File: src/rtl/clk_mgmt_pkg.sv
package clk_mgmt_pkg;

    localparam int PHASE_W    = 9;  // phase-shift tile step range
    localparam int MD_W       = 8;  // multiply / divide field width
    localparam int ADCSRC_W   = 3;  // adc clock mux select bits
    localparam int REG_ADDR_W = 3;
    localparam int REG_DATA_W = 16;

    // host register map
    localparam logic [REG_ADDR_W-1:0] ADDR_PHASE   = 3'd0;  // target phase, low 9 bits
    localparam logic [REG_ADDR_W-1:0] ADDR_CLKGEN  = 3'd1;  // {mul, div}, write starts load
    localparam logic [REG_ADDR_W-1:0] ADDR_SOURCE  = 3'd2;  // {clkgen src, adc src}
    localparam logic [REG_ADDR_W-1:0] ADDR_CONTROL = 3'd3;  // bit 0 pulses clkgen reset
    localparam logic [REG_ADDR_W-1:0] ADDR_STATUS  = 3'd4;  // read only

    // clkgen programming frame prefixes, sent lsb first
    localparam logic [1:0] PROG_CODE_D  = 2'b01;
    localparam logic [1:0] PROG_CODE_M  = 2'b11;
    localparam int         PROG_GAP_CYC = 2;  // progen low cycles between frames

    typedef enum logic [2:0] {
        OP_NONE,
        OP_SET_PHASE,
        OP_LOAD_CLKGEN,
        OP_SET_SOURCE,
        OP_CLKGEN_RESET
    } clk_op_e;

    typedef struct packed {
        logic                  valid;  // one cycle strobe
        clk_op_e               op;
        logic [REG_DATA_W-1:0] arg;    // raw write data
    } clk_cmd_t;

    typedef struct packed {
        logic                gen;  // clkgen input select, bit 3
        logic [ADCSRC_W-1:0] adc;  // adc clock path select, bits 2..0
    } clk_src_t;

    typedef enum logic [1:0] {
        PS_IDLE,
        PS_STEP,
        PS_WAIT_DONE
    } phase_state_e;

    typedef enum logic [2:0] {
        LD_IDLE,
        LD_SHIFT,
        LD_GAP,
        LD_GO,
        LD_WAIT_DONE
    } load_state_e;

    typedef struct packed {
        logic phase_busy;
        logic phase_done;
        logic clkgen_busy;
        logic clkgen_done;
        logic adc_locked;
        logic gen_locked;
    } clk_stat_t;

endpackage

File: src/rtl/clk_cmd_decode.sv
`timescale 1ns/10ps

module clk_cmd_decode (
    input  logic                                clk_usb_i,
    input  logic                                arst_n_i,
    input  logic                                wr_i,     // single cycle write strobe
    input  logic [clk_mgmt_pkg::REG_ADDR_W-1:0] addr_i,
    input  logic [clk_mgmt_pkg::REG_DATA_W-1:0] wdata_i,
    output clk_mgmt_pkg::clk_cmd_t              cmd_o,    // typed command, one cycle after wr_i
    output clk_mgmt_pkg::clk_src_t              src_o     // registered clock source selects
);
    import clk_mgmt_pkg::*;

    clk_op_e op;  // opcode for the current address

    always_comb begin
        case (addr_i)
            ADDR_PHASE:   op = OP_SET_PHASE;
            ADDR_CLKGEN:  op = OP_LOAD_CLKGEN;
            ADDR_SOURCE:  op = OP_SET_SOURCE;
            ADDR_CONTROL: op = wdata_i[0] ? OP_CLKGEN_RESET : OP_NONE;  // only bit 0 acts
            default:      op = OP_NONE;  // status and unused addresses
        endcase
    end

    always_ff @(posedge clk_usb_i or negedge arst_n_i) begin
        if (!arst_n_i) begin
            cmd_o <= '0;
        end else begin
            cmd_o.valid <= wr_i && (op != OP_NONE);
            cmd_o.op    <= wr_i ? op : OP_NONE;
            cmd_o.arg   <= wdata_i;
        end
    end

    // source select register, both muxes default to input 0
    always_ff @(posedge clk_usb_i or negedge arst_n_i) begin
        if (!arst_n_i) begin
            src_o <= '0;
        end else if (wr_i && op == OP_SET_SOURCE) begin
            src_o <= clk_src_t'(wdata_i[ADCSRC_W:0]);  // bit 3 gen, bits 2..0 adc
        end
    end

endmodule

File: src/rtl/phase_step_ctrl.sv
`timescale 1ns/10ps

module phase_step_ctrl (
    input  logic                             clk_usb_i,
    input  logic                             arst_n_i,
    input  clk_mgmt_pkg::clk_cmd_t           cmd_i,
    output logic                             psen_o,      // one cycle step request
    output logic                             psincdec_o,  // 1 = increment
    input  logic                             psdone_i,    // tile ack, variable latency
    output logic [clk_mgmt_pkg::PHASE_W-1:0] phase_o,     // actual tile phase
    output logic                             busy_o,
    output logic                             done_o
);
    import clk_mgmt_pkg::*;

    phase_state_e       state_q;
    logic [PHASE_W-1:0] target_q;  // requested phase
    logic [PHASE_W-1:0] phase_q;   // phase the tile has reached
    logic               dir_q;     // direction of the step in flight

    always_ff @(posedge clk_usb_i or negedge arst_n_i) begin
        if (!arst_n_i) begin
            state_q  <= PS_IDLE;
            target_q <= '0;
            phase_q  <= '0;
            dir_q    <= 1'b0;
        end else begin
            // a new target is taken at any time, the step in flight still finishes
            if (cmd_i.valid && cmd_i.op == OP_SET_PHASE) begin
                target_q <= cmd_i.arg[PHASE_W-1:0];
            end
            case (state_q)
                PS_IDLE: begin
                    if (phase_q != target_q) begin
                        dir_q   <= target_q > phase_q;  // head toward target
                        state_q <= PS_STEP;
                    end
                end
                PS_STEP: state_q <= PS_WAIT_DONE;  // psen_o high this cycle
                PS_WAIT_DONE: begin
                    if (psdone_i) begin
                        phase_q <= dir_q ? phase_q + 1'b1 : phase_q - 1'b1;
                        state_q <= PS_IDLE;  // re-check against a possibly new target
                    end
                end
                default: state_q <= PS_IDLE;
            endcase
        end
    end

    assign psen_o     = (state_q == PS_STEP);
    assign psincdec_o = dir_q;  // set on entry to PS_STEP, stable for the pulse
    assign phase_o    = phase_q;
    assign busy_o     = (state_q != PS_IDLE);
    assign done_o     = (state_q == PS_IDLE) && (phase_q == target_q);

endmodule

File: src/rtl/clkgen_prog_loader.sv
`timescale 1ns/10ps

module clkgen_prog_loader (
    input  logic                            clk_usb_i,
    input  logic                            arst_n_i,
    input  clk_mgmt_pkg::clk_cmd_t          cmd_i,
    output logic                            progen_o,        // frame enable / go pulse
    output logic                            progdata_o,      // serial data, lsb first
    input  logic                            progdone_i,      // tile finished reprogramming
    output logic [2*clk_mgmt_pkg::MD_W-1:0] md_o,            // last accepted {mul, div}
    output logic                            busy_o,
    output logic                            done_o,
    output logic                            clkgen_reset_o   // one cycle tile reset
);
    import clk_mgmt_pkg::*;

    load_state_e       state_q;
    logic [3:0]        cnt_q;      // bit counter in a frame, cycle counter in a gap
    logic              frame_m_q;  // 0 = divide frame, 1 = multiply frame
    logic [2*MD_W-1:0] md_q;
    logic              done_q;
    logic [MD_W+1:0]   shift_q;    // {value-1, prefix}, shifted out from bit 0
    logic              load_cmd;
    logic              frame_end;
    logic              gap_end;
    logic [MD_W-1:0]   div_m1;
    logic [MD_W-1:0]   mul_m1;

    assign load_cmd  = cmd_i.valid && (cmd_i.op == OP_LOAD_CLKGEN);
    assign frame_end = (state_q == LD_SHIFT) && (cnt_q == 4'(MD_W + 1));  // 10th bit
    assign gap_end   = (state_q == LD_GAP) && (cnt_q == 4'(PROG_GAP_CYC - 1));
    assign div_m1    = cmd_i.arg[MD_W-1:0] - 1'b1;   // tile takes D-1
    assign mul_m1    = md_q[2*MD_W-1:MD_W] - 1'b1;  // and M-1

    always_ff @(posedge clk_usb_i or negedge arst_n_i) begin
        if (!arst_n_i) begin
            state_q        <= LD_IDLE;
            cnt_q          <= '0;
            frame_m_q      <= 1'b0;
            md_q           <= '0;
            done_q         <= 1'b1;  // nothing pending after reset
            clkgen_reset_o <= 1'b0;
        end else begin
            clkgen_reset_o <= cmd_i.valid && (cmd_i.op == OP_CLKGEN_RESET);
            case (state_q)
                LD_IDLE: begin
                    if (load_cmd) begin  // loads while busy are dropped
                        md_q      <= cmd_i.arg;
                        frame_m_q <= 1'b0;
                        cnt_q     <= '0;
                        done_q    <= 1'b0;
                        state_q   <= LD_SHIFT;
                    end
                end
                LD_SHIFT: begin
                    cnt_q <= frame_end ? '0 : cnt_q + 1'b1;
                    if (frame_end) begin
                        state_q <= LD_GAP;
                    end
                end
                LD_GAP: begin
                    cnt_q <= gap_end ? '0 : cnt_q + 1'b1;
                    if (gap_end) begin
                        frame_m_q <= 1'b1;
                        state_q   <= frame_m_q ? LD_GO : LD_SHIFT;  // M frame after D frame
                    end
                end
                LD_GO: state_q <= LD_WAIT_DONE;  // single go cycle
                LD_WAIT_DONE: begin
                    if (progdone_i) begin
                        done_q  <= 1'b1;
                        state_q <= LD_IDLE;
                    end
                end
                default: state_q <= LD_IDLE;
            endcase
        end
    end

    // frame shifter
    always_ff @(posedge clk_usb_i) begin
        if (state_q == LD_IDLE && load_cmd) begin
            shift_q <= {div_m1, PROG_CODE_D};
        end else if (gap_end && !frame_m_q) begin
            shift_q <= {mul_m1, PROG_CODE_M};
        end else if (state_q == LD_SHIFT) begin
            shift_q <= {1'b0, shift_q[MD_W+1:1]};
        end
    end

    assign progen_o   = (state_q == LD_SHIFT) || (state_q == LD_GO);
    assign progdata_o = (state_q == LD_SHIFT) && shift_q[0];  // low during go
    assign md_o       = md_q;
    assign busy_o     = (state_q != LD_IDLE);
    assign done_o     = done_q;

endmodule

File: src/rtl/clk_status_result.sv
`timescale 1ns/10ps

module clk_status_result (
    input  logic                                clk_usb_i,
    input  logic                                arst_n_i,
    input  logic                                rd_i,                 // single cycle read strobe
    input  logic [clk_mgmt_pkg::REG_ADDR_W-1:0] raddr_i,
    input  logic [clk_mgmt_pkg::PHASE_W-1:0]    phase_i,
    input  logic                                phase_busy_i,
    input  logic                                phase_done_i,
    input  logic [2*clk_mgmt_pkg::MD_W-1:0]     md_i,
    input  clk_mgmt_pkg::clk_src_t              src_i,
    input  logic                                clkgen_busy_i,
    input  logic                                clkgen_done_i,
    input  logic                                adc_locked_raw_i,     // tile lock flag
    input  logic                                adc_clkin_stopped_i,  // tile input clock lost
    input  logic                                gen_locked_raw_i,
    input  logic                                gen_clkin_stopped_i,
    output logic                                adc_locked_o,
    output logic                                gen_locked_o,
    output logic [clk_mgmt_pkg::REG_DATA_W-1:0] rdata_o,
    output logic                                rvalid_o              // one cycle after rd_i
);
    import clk_mgmt_pkg::*;

    clk_stat_t stat;

    // locked alone can stay high with the input clock gone, so qualify it
    always_ff @(posedge clk_usb_i or negedge arst_n_i) begin
        if (!arst_n_i) begin
            adc_locked_o <= 1'b0;
            gen_locked_o <= 1'b0;
            rvalid_o     <= 1'b0;
        end else begin
            adc_locked_o <= adc_locked_raw_i && !adc_clkin_stopped_i;
            gen_locked_o <= gen_locked_raw_i && !gen_clkin_stopped_i;
            rvalid_o     <= rd_i;
        end
    end

    assign stat = '{phase_busy:  phase_busy_i,
                    phase_done:  phase_done_i,
                    clkgen_busy: clkgen_busy_i,
                    clkgen_done: clkgen_done_i,
                    adc_locked:  adc_locked_o,
                    gen_locked:  gen_locked_o};

    always_ff @(posedge clk_usb_i) begin
        if (rd_i) begin
            case (raddr_i)
                ADDR_PHASE:  rdata_o <= REG_DATA_W'(phase_i);  // actual, not target
                ADDR_CLKGEN: rdata_o <= REG_DATA_W'(md_i);
                ADDR_SOURCE: rdata_o <= REG_DATA_W'(src_i);
                ADDR_STATUS: rdata_o <= REG_DATA_W'(stat);     // low 6 bits
                default:     rdata_o <= '0;
            endcase
        end
    end

endmodule

File: src/rtl/clk_mgmt_ctrl_top.sv
`timescale 1ns/10ps

module clk_mgmt_ctrl_top (
    input  logic                                clk_usb_i,
    input  logic                                arst_n_i,
    // host register port
    input  logic                                wr_i,
    input  logic [clk_mgmt_pkg::REG_ADDR_W-1:0] addr_i,
    input  logic [clk_mgmt_pkg::REG_DATA_W-1:0] wdata_i,
    input  logic                                rd_i,
    input  logic [clk_mgmt_pkg::REG_ADDR_W-1:0] raddr_i,
    output logic [clk_mgmt_pkg::REG_DATA_W-1:0] rdata_o,
    output logic                                rvalid_o,
    // phase-shift tile
    output logic                                psen_o,
    output logic                                psincdec_o,
    input  logic                                psdone_i,
    // clkgen tile programming
    output logic                                progen_o,
    output logic                                progdata_o,
    input  logic                                progdone_i,
    output logic                                clkgen_reset_o,
    // clock mux selects and status
    output clk_mgmt_pkg::clk_src_t              src_o,
    output logic                                phase_done_o,
    output logic                                clkgen_done_o,
    input  logic                                adc_locked_i,
    input  logic                                adc_clkin_stopped_i,
    input  logic                                gen_locked_i,
    input  logic                                gen_clkin_stopped_i,
    output logic                                adc_locked_o,
    output logic                                gen_locked_o
);
    import clk_mgmt_pkg::*;

    clk_cmd_t            cmd;
    logic [PHASE_W-1:0]  phase;
    logic                phase_busy;
    logic [2*MD_W-1:0]   md;
    logic                clkgen_busy;

    clk_cmd_decode u_decode (
        .clk_usb_i (clk_usb_i),
        .arst_n_i  (arst_n_i),
        .wr_i      (wr_i),
        .addr_i    (addr_i),
        .wdata_i   (wdata_i),
        .cmd_o     (cmd),
        .src_o     (src_o)
    );

    phase_step_ctrl u_phase (
        .clk_usb_i  (clk_usb_i),
        .arst_n_i   (arst_n_i),
        .cmd_i      (cmd),
        .psen_o     (psen_o),
        .psincdec_o (psincdec_o),
        .psdone_i   (psdone_i),
        .phase_o    (phase),
        .busy_o     (phase_busy),
        .done_o     (phase_done_o)
    );

    clkgen_prog_loader u_loader (
        .clk_usb_i      (clk_usb_i),
        .arst_n_i       (arst_n_i),
        .cmd_i          (cmd),
        .progen_o       (progen_o),
        .progdata_o     (progdata_o),
        .progdone_i     (progdone_i),
        .md_o           (md),
        .busy_o         (clkgen_busy),
        .done_o         (clkgen_done_o),
        .clkgen_reset_o (clkgen_reset_o)
    );

    clk_status_result u_status (
        .clk_usb_i           (clk_usb_i),
        .arst_n_i            (arst_n_i),
        .rd_i                (rd_i),
        .raddr_i             (raddr_i),
        .phase_i             (phase),
        .phase_busy_i        (phase_busy),
        .phase_done_i        (phase_done_o),
        .md_i                (md),
        .src_i               (src_o),
        .clkgen_busy_i       (clkgen_busy),
        .clkgen_done_i       (clkgen_done_o),
        .adc_locked_raw_i    (adc_locked_i),
        .adc_clkin_stopped_i (adc_clkin_stopped_i),
        .gen_locked_raw_i    (gen_locked_i),
        .gen_clkin_stopped_i (gen_clkin_stopped_i),
        .adc_locked_o        (adc_locked_o),
        .gen_locked_o        (gen_locked_o),
        .rdata_o             (rdata_o),
        .rvalid_o            (rvalid_o)
    );

endmodule

File: config.mk
export PLATFORM = sky130hd
export DESIGN_NAME = clk_mgmt_ctrl_top
export DESIGN_NICKNAME = d
export VERILOG_FILES = /design/src/rtl/clk_mgmt_pkg.sv /design/src/rtl/clk_cmd_decode.sv /design/src/rtl/phase_step_ctrl.sv /design/src/rtl/clkgen_prog_loader.sv /design/src/rtl/clk_status_result.sv /design/src/rtl/clk_mgmt_ctrl_top.sv
export SDC_FILE = /design/constraint.sdc
export NUM_CORES = 1
export LEC_CHECK = 0
export BUFFER_PORTS_ARGS = -buffer_cell sky130_fd_sc_hd__buf_2
export CAP_MARGIN = 20
export CELL_PAD_IN_SITES_DETAIL_PLACEMENT = 0
export CELL_PAD_IN_SITES_GLOBAL_PLACEMENT = 1
export CORE_ASPECT_RATIO = 0.75
export CORE_MARGIN = 2
export CORE_UTILIZATION = 30
export CTS_CLUSTER_DIAMETER = 200
export DETAILED_ROUTE_END_ITERATION = 10
export GPL_TIMING_DRIVEN = 0
export PLACE_DENSITY_LB_ADDON = 0.1
export SLEW_MARGIN = 15
export SYNTH_ARGS = -nofsm -noshare
export SYNTH_HDL_FRONTEND = slang
export SYNTH_SLANG_ARGS = --single-unit
File: constraint.sdc
create_clock -name clk_usb_i -period 3.3 [get_ports clk_usb_i]
set_input_delay 0.165 -clock clk_usb_i [delete_from_list [all_inputs] [get_ports clk_usb_i]]
set_output_delay 0.165 -clock clk_usb_i [all_outputs]
set_load 0.1 [all_outputs]
After elaboration in Yosys (flattened, before gate mapping)
Index checks and enable logic that the tools add are counted.
{"block": "classes", "add_sub_neg": 5, "n_lt_le_gt_ge": 1, "n_eq_ne": 26, "n_mux": 26, "reduce_logical": 38}
{"op": "one-hot mux 16 bit (4 select lines)", "count": 1}
{"op": "2-to-1 mux 10 bit", "count": 3}
{"op": "equality test 3 x 2 -> 1 bit, second input constant", "count": 7}
{"op": "2-to-1 mux 3 bit", "count": 6}
{"op": "subtractor 8 x 1 -> 8 bit, second input constant", "count": 2}
{"op": "one-hot mux 3 bit (5 select lines)", "count": 1}
{"op": "logical AND 1 bit", "count": 13}
{"op": "equality test 3 x 1 -> 1 bit, second input constant", "count": 4}
{"op": "2-to-1 mux 4 bit", "count": 3}
{"op": "one-hot mux 3 bit (4 select lines)", "count": 1}
{"op": "one-hot mux 4 bit (3 select lines)", "count": 1}
{"op": "nonzero test 3 bit", "count": 4}
{"op": "AND reduction 2 bit", "count": 5}
{"op": "adder 9 x 1 -> 9 bit, second input constant", "count": 1}
{"op": "equality test 3 bit, second input constant", "count": 3}
{"op": "equality test 9 bit", "count": 1}
{"op": "> comparator 9 bit", "count": 1}
{"op": "zero test 3 bit", "count": 3}
{"op": "2-to-1 mux 9 bit", "count": 1}
{"op": "inequality test 9 bit", "count": 1}
{"op": "subtractor 9 x 1 -> 9 bit, second input constant", "count": 1}
{"op": "inequality test 2 x 1 -> 1 bit, second input constant", "count": 4}
{"op": "nonzero test 2 bit", "count": 4}
{"op": "2-to-1 mux 2 bit", "count": 3}
{"op": "15 further kinds", "count": 22}
{"block": "word_totals", "register_bits": 100, "input_bits": 32, "out_inout_bits": 30}

Depth between registers and ports, before layout
Gate-level depths: netlist of run 1.
{"block": "logic_depth", "word_depth": 5, "mapped_depth": 8, "ltp_nobuf": 7}

Modules after synthesis
A second synthesis of run 1 with hierarchy kept.
{"block": "unflattened", "cells_unflattened": 436, "hier_area_um2": 4819.6}
{"module": "clkgen_prog_loader", "n_inst": 1, "cells_each": 196, "area_each_um2": 1859.3}
{"module": "phase_step_ctrl", "n_inst": 1, "cells_each": 140, "area_each_um2": 1381.3}
{"module": "clk_status_result", "n_inst": 1, "cells_each": 63, "area_each_um2": 860.8}
{"module": "clk_cmd_decode", "n_inst": 1, "cells_each": 37, "area_each_um2": 718.2}

Worst setup path after synthesis of run 1
Ideal clock, no wire load.
{"block": "synth_path", "kind": "register -> output", "from": "register u_loader.state_q[0]", "to": "output progdata_o", "arrival_ps": 3258, "setup_slack_ps": -123, "path_stages_with_launch": 6, "n_path_buf": 2, "cell_sequence": "dfrtp_1 -> buf_2 -> nor2b_1 -> and2b_1 -> clkbuf_1 -> and2_1"}
{"block": "synth_between", "elab_chain_cells": 2}
{"item": "start: declaration", "line_no": "clkgen_prog_loader.sv:17", "source": "load_state_e state_q;"}
{"item": "start signal: assignment", "line_no": "clkgen_prog_loader.sv:65", "source": "state_q <= frame_m_q ? LD_GO : LD_SHIFT;"}
{"item": "equality test 3 x 1 -> 1 bit", "line_no": "clkgen_prog_loader.sv:92", "source": "assign progdata_o = (state_q == LD_SHIFT) && shift_q[0];"}
{"item": "logical AND 1 bit", "line_no": "clkgen_prog_loader.sv:92"}
{"item": "end: declaration", "line_no": "clk_mgmt_ctrl_top.sv:20", "source": "output logic progdata_o,"}
No other way between the ends.

Worst setup path in the final report of run 1
Same ends and word-level chain as after synthesis.

==> insert_results.sql, run 1 <==
INSERT INTO impl_metrics (metric_group, metric, value, unit) VALUES
('cts', 'cts_inserted_buffers', '9', ''),
('route', 'post_drt_via_cell_ratio', '4.61', ''),
('timing', 'timing.final.hold_violations', '0', ''),
('floorplanning', 'die_area', '0.0167', 'mm^2'),
('synthesis', 'mappedNetlistNets', '483', ''),
('floorplanning', 'chipHeight', '112', 'um'),
('timing', 'totalNegativeSetupSlack', '0', 'ns'),
('cts', 'cts.htree.levels', '3', ''),
('synthesis', 'postSynthAreaPerCell', '10.9', 'um^2'),
('synthesis', 'most_used_flip_flop_cell_after_synthesis', 'sky130_fd_sc_hd__dfrtp_1', ''),
('route', 'post_drt_wl_per_cell', '15.7', 'um'),
('floorplanning', 'floorplan_core_area', '0.0153', 'mm^2'),
('place', 'place.detailed.hpwl', '8.55', 'mm'),
('synthesis', 'post_synth_num_cell_types', '54', ''),
('critical_path', 'slowest_stage', 'sky130_fd_sc_hd__buf_2', ''),
('route', 'first_pass_iters', '4', ''),
('timing', 'timing.final.crit_period', '2.44', 'ns'),
('cts', 'ctsLongestPathBuffers', '2', ''),
('floorplanning', 'ios', '62', ''),
('global_route', 'antenna_found_initial', '0', ''),
('critical_path', 'cp_num_buf_inv', '3', ''),
('route', 'drc', '0', ''),
('global_route', 'globalRouteOverflowTotal', '0', ''),
('critical_path', 'cp_max_fo', '10', ''),
('timing', 'rsz_0062_raised_after_global_routing', 'no', ''),
('power', 'max-vdd-ir-drop', '391', 'uV'),
('cts', 'cts_tree', 'built', ''),
('critical_path', 'crit_type', 'reg -> out', ''),
('floorplanning', 'initial_utilization', '0.308', ''),
('finish', 'drive_above_1_share', '0.196', ''),
('place', 'gp_congestion', '0.784', ''),
('finish', 'final_nets', '573', ''),
('synthesis', 'post-synth-top-area-cell', 'sky130_fd_sc_hd__dfrtp_1', ''),
('route', 'vias', '3365', ''),
('synthesis', 'synthArstFlopShare', '0.740', ''),
('timing', 'maxSlewHeadroom', '0.580', ''),
('job', 'max_cap_violations', '0', ''),
('timing', 'setup_violations', '0', ''),
('synthesis', 'synth-seq-area-share', '0.556', ''),
('timing', 'drv_slew', '0', ''),
('timing', 'final.period_utilization', '0.738', ''),
('critical_path', 'worstPathRequired', '3.13', 'ns'),
('global_route', 'grtUsageTotal', '0.148', ''),
('finish', 'layout-area-overhead-vs-synth', '23.6', '%'),
('synthesis', 'yosysWarnings', '0', ''),
('synthesis', 'post_synthesis_cell_area', '0.00470', 'mm^2'),
('worst_hold_path', 'worst_hold_path_type', 'in -> reg', ''),
('route', 'drt_wl_total', '11.5', 'mm'),
('power', 'total_power_per_unit_cell_area', '876', 'mW/mm^2'),
('synthesis', 'synth_top_area_share', '0.389', ''),
('synthesis', 'synth.top_cells.by_area', 'sky130_fd_sc_hd__dfrtp_1, sky130_fd_sc_hd__edfxtp_1, sky130_fd_sc_hd__ha_1, sky130_fd_sc_hd__nand2_1, sky130_fd_sc_hd__o21ai_0', ''),
('critical_path', 'timing.critical_path.cells', 'buf_2 -> nor2b_2 -> and2b_1 -> clkbuf_1 -> and2_1 -> buf_2', ''),
('timing', 'fin_worst_skew', '0.00646', 'ns'),
('floorplanning', 'rows', '39', ''),
('critical_path', 'arrival', '2.27', 'ns'),
('finish', 'n_antenna_cell', '0', ''),
('critical_path', 'cpLargestDelayFamily', 'buffers and inverters', ''),
('synthesis', 'synthesized_netlist_cell_count', '430', ''),
('floorplanning', 'die_w', '148', 'um'),
('critical_path', 'timing.critical_path.from_type', 'flip-flop', ''),
('cts', 'clk_transition_reported_paths', '0.07', 'ns'),
('route', 'drtIter0Drc', '212', ''),
('synthesis', 'synth-edff-count', '24', ''),
('finish', 'postLayoutCoreUtil', '0.380', ''),
('timing', 'fmaxAchievable', '410', 'MHz'),
('synthesis', 'ys_top_cells_by_count', 'sky130_fd_sc_hd__dfrtp_1, sky130_fd_sc_hd__nand2_1, sky130_fd_sc_hd__nor2_1, sky130_fd_sc_hd__o21ai_0, sky130_fd_sc_hd__edfxtp_1', ''),
('status', 'run_status', 'completed', ''),
('route', 'route.antenna.remaining_nets', '0', ''),
('place', 'port_buffers', '60', ''),
('synthesis', 'synth_most_common_cell', 'sky130_fd_sc_hd__dfrtp_1', ''),
('power', 'power_leakage', '2.64', 'nW');
final timing paths:
kind / start / endpoint / slack [ns] / cells after the start
setup / recovery: u_loader.state_q[0]$_DFFE_PN0P_ / progdata_o / 0.86 / 6
hold / removal: wdata_i[0] / u_decode.cmd_o[0]$_DFF_PN0_ / 0.02 / 1
setup reg to reg: u_phase.psincdec_o$_DFFE_PN0P_ / u_phase.phase_o[8]$_DFFE_PN0P_ / 1.01 / 7
hold reg to reg: u_decode.cmd_o[14]$_DFF_PN0_ / u_loader.md_o[14]$_DFFE_PN0P_ / 0.44 / 2
max in group asynchronous: arst_n_i / u_phase.phase_o[7]$_DFFE_PN0P_ / 2.39 / 3
min in group asynchronous: arst_n_i / u_decode.cmd_o[13]$_DFF_PN0_ / 0.33 / 2
layout by cell type (no fill, tap or decap), types with 3 or more instances in the layout:
master                          Yosys  routed
sky130_fd_sc_hd__clkbuf_16          0       9
sky130_fd_sc_hd__inv_1             19      19
sky130_fd_sc_hd__nor3_1            11      11
sky130_fd_sc_hd__a31oi_1            3       3
sky130_fd_sc_hd__a221oi_1           3       3
sky130_fd_sc_hd__buf_2              4      63
sky130_fd_sc_hd__dlygate4sd3_1      0      18
sky130_fd_sc_hd__mux2i_1            7       7
sky130_fd_sc_hd__a21o_1             5       5
sky130_fd_sc_hd__bufinv_16          0       3
sky130_fd_sc_hd__or2_2              3       3
sky130_fd_sc_hd__a211oi_1           4       4
sky130_fd_sc_hd__nand2b_1           9       9
sky130_fd_sc_hd__a21oi_1           20      20
sky130_fd_sc_hd__nor2_1            27      27
sky130_fd_sc_hd__nand2_1           62      62
sky130_fd_sc_hd__nor2b_1            8       7
sky130_fd_sc_hd__clkbuf_1          11      11
sky130_fd_sc_hd__xnor2_1            9       9
sky130_fd_sc_hd__edfxtp_1          24      24
sky130_fd_sc_hd__and4_1             4       4
sky130_fd_sc_hd__nand3_1            3       3
sky130_fd_sc_hd__dfrtp_1           73      73
sky130_fd_sc_hd__o21ai_0           27      27
sky130_fd_sc_hd__xor2_1            13      13
sky130_fd_sc_hd__mux2_2            12      12
sky130_fd_sc_hd__ha_1              20      20
sky130_fd_sc_hd__and2_1             8       8
registers in the layout, summed over array words and instances, names as in the netlist, 3 cells and up:
register	count
u_decode.src_o	4
u_phase.target_q	9
u_loader.state_q	3
u_loader.md_o	16
u_phase.phase_o	9
u_loader.shift_q	10
u_decode.cmd_o	20
u_loader.cnt_q	4
u_status.rdata_o	16
cell families after synthesis:
family                   after synthesis  synth area share
AND/OR/NAND/NOR                      153             0.163
flip-flops                           100             0.556
AO/OA/AOI/OAI                         81             0.110
buffers and inverters                 34            0.0282
XOR/XNOR                              22            0.0410
adder cells (fa/ha/maj)               21            0.0575
multiplexers                          19            0.0437
layout make-up:
class | instances | area [um^2]
Timing Repair Buffer | 79 | 503
Clock inverter | 7 | 121
Sequential cell | 100 | 2610
Tap cell | 205 | 256
Buffer | 15 | 61.3
Clock buffer | 9 | 225
Multi-Input combinational cell | 296 | 1950
Fill cell | 1562 | 9470
Inverter | 19 | 71.3
routing by layer:
metal  global-route usage  up-vias  part of all wire
li1                     -     1691                 -
met1                0.237     1596              0.56
met2                0.195       69              0.39
met3               0.0350        9             0.043
met4               0.0457        0             0.013
met5                    0        -                 0
per-stage QoR:
stage	setup WS [ns]	hold WS, ns	power (mW)	cells	instance area (um^2)
4_1_cts	0.806	0.00506	5.14	730	5810
2_1_floorplan	0.461	-0.131	3.36	430	4700
6_report	0.863	0.0151	5.09	730	5810
5_1_grt	0.703	0.00841	5.46	730	5810
3_5_place_dp	1.04	0.176	3.86	696	5280
3_3_place_gp	1.03	0.273	3.84	695	5260
what timing repair did:
action | CTS | global route
setup buffers | 0 | 0
endpoints found under the setup margin | 0 | 0
hold endpoints to repair | 53 | 0
hold buffers | 18 | 0
power by group:
part           leakage [nW]  total [mW]  switching (mW)  internal, mW
clock network         0.170        1.23           0.481         0.747
logic                  1.28        2.00            1.28         0.719
registers              1.19        1.86           0.266          1.60
total                  2.64        5.09            2.02          3.06
Note: power is estimated with default switching activity, not from simulation.
==> run 2: changes to the inputs <==
==> constraint.sdc (replaced) <==
create_clock -name clk_usb_i -period 2.1 [get_ports clk_usb_i]
set_input_delay 0.105 -clock clk_usb_i [delete_from_list [all_inputs] [get_ports clk_usb_i]]
set_output_delay 0.105 -clock clk_usb_i [all_outputs]
set_load 0.1 [all_outputs]
==> run 2 against run 1 <==
Worst hold slack got worse by 0.0025 ns. Largest cell class unchanged. Core utilization rose by 0.82 points. Critical endpoint is now u_loader.shift_q[7]$_DFFE_PP_. Largest power group unchanged. Clock skew rose by 0.0016 ns. Sequential power rose by 59%. Cell area rose by 2.2%.
==> insert_results.sql, run 2 (same netlist as run 1, synthesis figures left out) <==
INSERT INTO impl_metrics (metric_group, metric, value, unit) VALUES
('finish', 'final_nets', '581', ''),
('floorplanning', 'initial_utilization', '0.308', ''),
('floorplanning', 'die_area', '0.0167', 'mm^2'),
('status', 'run_status', 'completed', ''),
('route', 'drtIter0Drc', '153', ''),
('timing', 'worst_slack_on_hold_paths', '0.0127', 'ns'),
('timing', 'timing.final.hold_violations', '0', ''),
('worst_hold_path', 'worst_hold_path_type', 'in -> reg', ''),
('place', 'port_buffers', '60', ''),
('cts', 'clk_transition_reported_paths', '0.07', 'ns'),
('finish', 'largest_register_ffs', '20', ''),
('job', 'max_cap_violations', '0', ''),
('power', 'total_power_of_the_final_layout', '7.96', 'mW'),
('route', 'route.antenna.remaining_nets', '0', ''),
('cts', 'cts_inserted_buffers', '9', ''),
('floorplanning', 'chipHeight', '112', 'um'),
('timing', 'drv_slew', '0', ''),
('cts', 'ctsLongestPathBuffers', '2', ''),
('floorplanning', 'floorplan_core_area', '0.0153', 'mm^2'),
('cts', 'cts_root_buffer', 'sky130_fd_sc_hd__clkbuf_16', ''),
('route', 'drt_wl_total', '11.9', 'mm'),
('global_route', 'globalRouteOverflowTotal', '0', ''),
('critical_path', 'crit-reg2reg-capture', 'u_loader.shift_q[7]$_DFFE_PP_', ''),
('cts', 'cts_tree', 'built', ''),
('finish', 'final_cells', '739', ''),
('critical_path', 'timing.critical_path.from_type', 'flip-flop', ''),
('global_route', 'grt_max_degree', '60', ''),
('timing', 'final.period_utilization', '0.969', ''),
('cts', 'clk-insertion-delay-late', '0.35', 'ns'),
('finish', 'postLayoutCoreUtil', '0.388', ''),
('route', 'post_drt_via_cell_ratio', '4.64', ''),
('route', 'vias', '3428', ''),
('critical_path', 'critPathMaxStageDelay', '0.46', 'ns'),
('power', 'total_power_per_unit_cell_area', '1340', 'mW/mm^2'),
('finish', 'layout.cell_area.non_filler', '0.00593', 'mm^2'),
('critical_path', 'slowest_stage', 'sky130_fd_sc_hd__or4_4', ''),
('timing', 'timing.final.crit_period', '2.03', 'ns'),
('cts', 'tritoncts_num_sinks', '100', ''),
('finish', 'drive_above_1_share', '0.235', ''),
('critical_path', 'worst_setup_slack_for_register_to_register_paths', '0.07', 'ns'),
('finish', 'mostFrequentLayoutCells', 'sky130_fd_sc_hd__dfrtp_1, sky130_fd_sc_hd__nand2_1, sky130_fd_sc_hd__buf_2', ''),
('route', 'drc', '0', ''),
('critical_path', 'worstPathRequired', '2.15', 'ns'),
('critical_path', 'cp_max_fo', '8', ''),
('place', 'gp_congestion', '0.792', ''),
('finish', 'regMostFlops', 'u_decode.cmd_o', ''),
('timing', 'totalNegativeSetupSlack', '0', 'ns'),
('critical_path', 'rr_startpoint', 'u_loader.cnt_q[1]$_DFFE_PN0P_', ''),
('finish', 'mostFrequentLayoutCell', 'sky130_fd_sc_hd__dfrtp_1', ''),
('route', 'first_pass_iters', '4', ''),
('critical_path', 'crit_type', 'reg -> reg', ''),
('floorplanning', 'ios', '62', ''),
('route', 'post_drt_wl_per_cell', '16.0', 'um'),
('timing', 'maxSlewHeadroom', '0.576', ''),
('critical_path', 'arrival', '2.09', 'ns'),
('place', 'place.detailed.hpwl', '8.76', 'mm'),
('place', 'dpl_worst_slack', '-0.146', 'ns'),
('timing', 'fmaxAchievable', '491', 'MHz'),
('critical_path', 'worst_setup_path_startpoint', 'u_loader.cnt_q[1]$_DFFE_PN0P_', ''),
('critical_path', 'worstRegToRegCells', '6', ''),
('place', 'placed_area', '0.00532', 'mm^2'),
('global_route', 'grtUsageTotal', '0.148', ''),
('power', 'power_leakage', '2.69', 'nW'),
('floorplanning', 'rows', '39', ''),
('power', 'max-vdd-ir-drop', '373', 'uV'),
('timing', 'worst_slew_pin_slew', '0.637', 'ns'),
('critical_path', 'kind_of_end_point_of_the_critical_path', 'flip-flop', ''),
('floorplanning', 'die_w', '148', 'um'),
('timing', 'setup_violations', '0', ''),
('timing', 'fin_worst_skew', '0.00805', 'ns'),
('place', 'post_place_cells', '696', ''),
('critical_path', 'crit_end', 'u_loader.shift_q[7]$_DFFE_PP_', ''),
('global_route', 'vias_in_the_first_global_route', '3372', ''),
('global_route', 'antenna_found_initial', '0', ''),
('finish', 'layout-area-overhead-vs-synth', '26.3', '%'),
('timing', 'post-route-worst-setup-slack', '0.0652', 'ns'),
('cts', 'cts.htree.levels', '3', ''),
('global_route', 'grt_first_pass_wirelength', '18.9', 'mm'),
('critical_path', 'timing.critical_path.cells', 'inv_1 -> ha_2 -> or3b_4 -> or4_4 -> nand2_4 -> or2_4', '');
-- run 2: cell count changes in the layout (fill, tap and decap cells not counted), sizes merged --
cell / change
diode: +1
clkinv: -1
inv: +3
buf: +5
bufinv: -3
dlygate4sd3: +4
-- run 2: power by group --
part / switching, mW / internal [mW]
Combinational: 2.06 / 1.30
Sequential: 0.443 / 2.52
Clock: 0.781 / 0.861
-- run 2: area by class of cell --
class                      instances  area (um^2)
antenna                            1         2.50
buffer                            14         62.6
clock buffer                      10          239
clock inverter                     6         52.6
fill                            1551         9340
inverter                          19         76.3
multi-input combinational        296         2020
sequential                       100         2620
tap                              205          256
timing repair buffer              88          601
-- run 2: what timing repair did --
item                                   in CTS  in global routing
pin swaps                                   1                  2
endpoints found under the hold margin      94                  1
gates resized for setup                     7                 20
buffers inserted                            3                  2
setup endpoints to repair                  11                 35
hold buffers                               21                  1
-- run 2: worst min path at each step --
stage,from,endpoint,slack (ns),cells after the start
after floorplan,arst_n_i,u_decode.cmd_o[0]$_DFF_PN0_,-0.19,0
after detailed placement,arst_n_i,u_loader.cnt_q[2]$_DFFE_PN0P_,-0.0008,1
after CTS,gen_locked_i,u_status.gen_locked_o$_DFF_PN0_,0.003,2
after global routing,adc_locked_i,u_status.adc_locked_o$_DFF_PN0_,0.009,2
final,adc_locked_i,u_status.adc_locked_o$_DFF_PN0_,0.01,2
after global placement,wdata_i[6],u_decode.cmd_o[6]$_DFF_PN0_,0.21,1
-- run 2: critical path: cells and delay by family, from the launching register on --
| kind | cells | cell delay [ns] |
|---|---|---|
| AND/OR/NAND/NOR | 4 | 1.13 |
| buffers and inverters | 1 | 0.06 |
| adder cells (fa/ha/maj) | 1 | 0.17 |
| flip-flops | 1 | 0.38 |
-- run 2: layer usage --
layer | vias to the layer above | share of wire | track usage | wire, um
met3 | 9 | 0.039 | 0.0329 | 459
li1 | 1701 | - | - | -
met2 | 72 | 0.38 | 0.191 | 4530
met4 | 0 | 0.011 | 0.0387 | 136
met5 | - | 0 | 0 | 0
met1 | 1646 | 0.57 | 0.244 | 6730
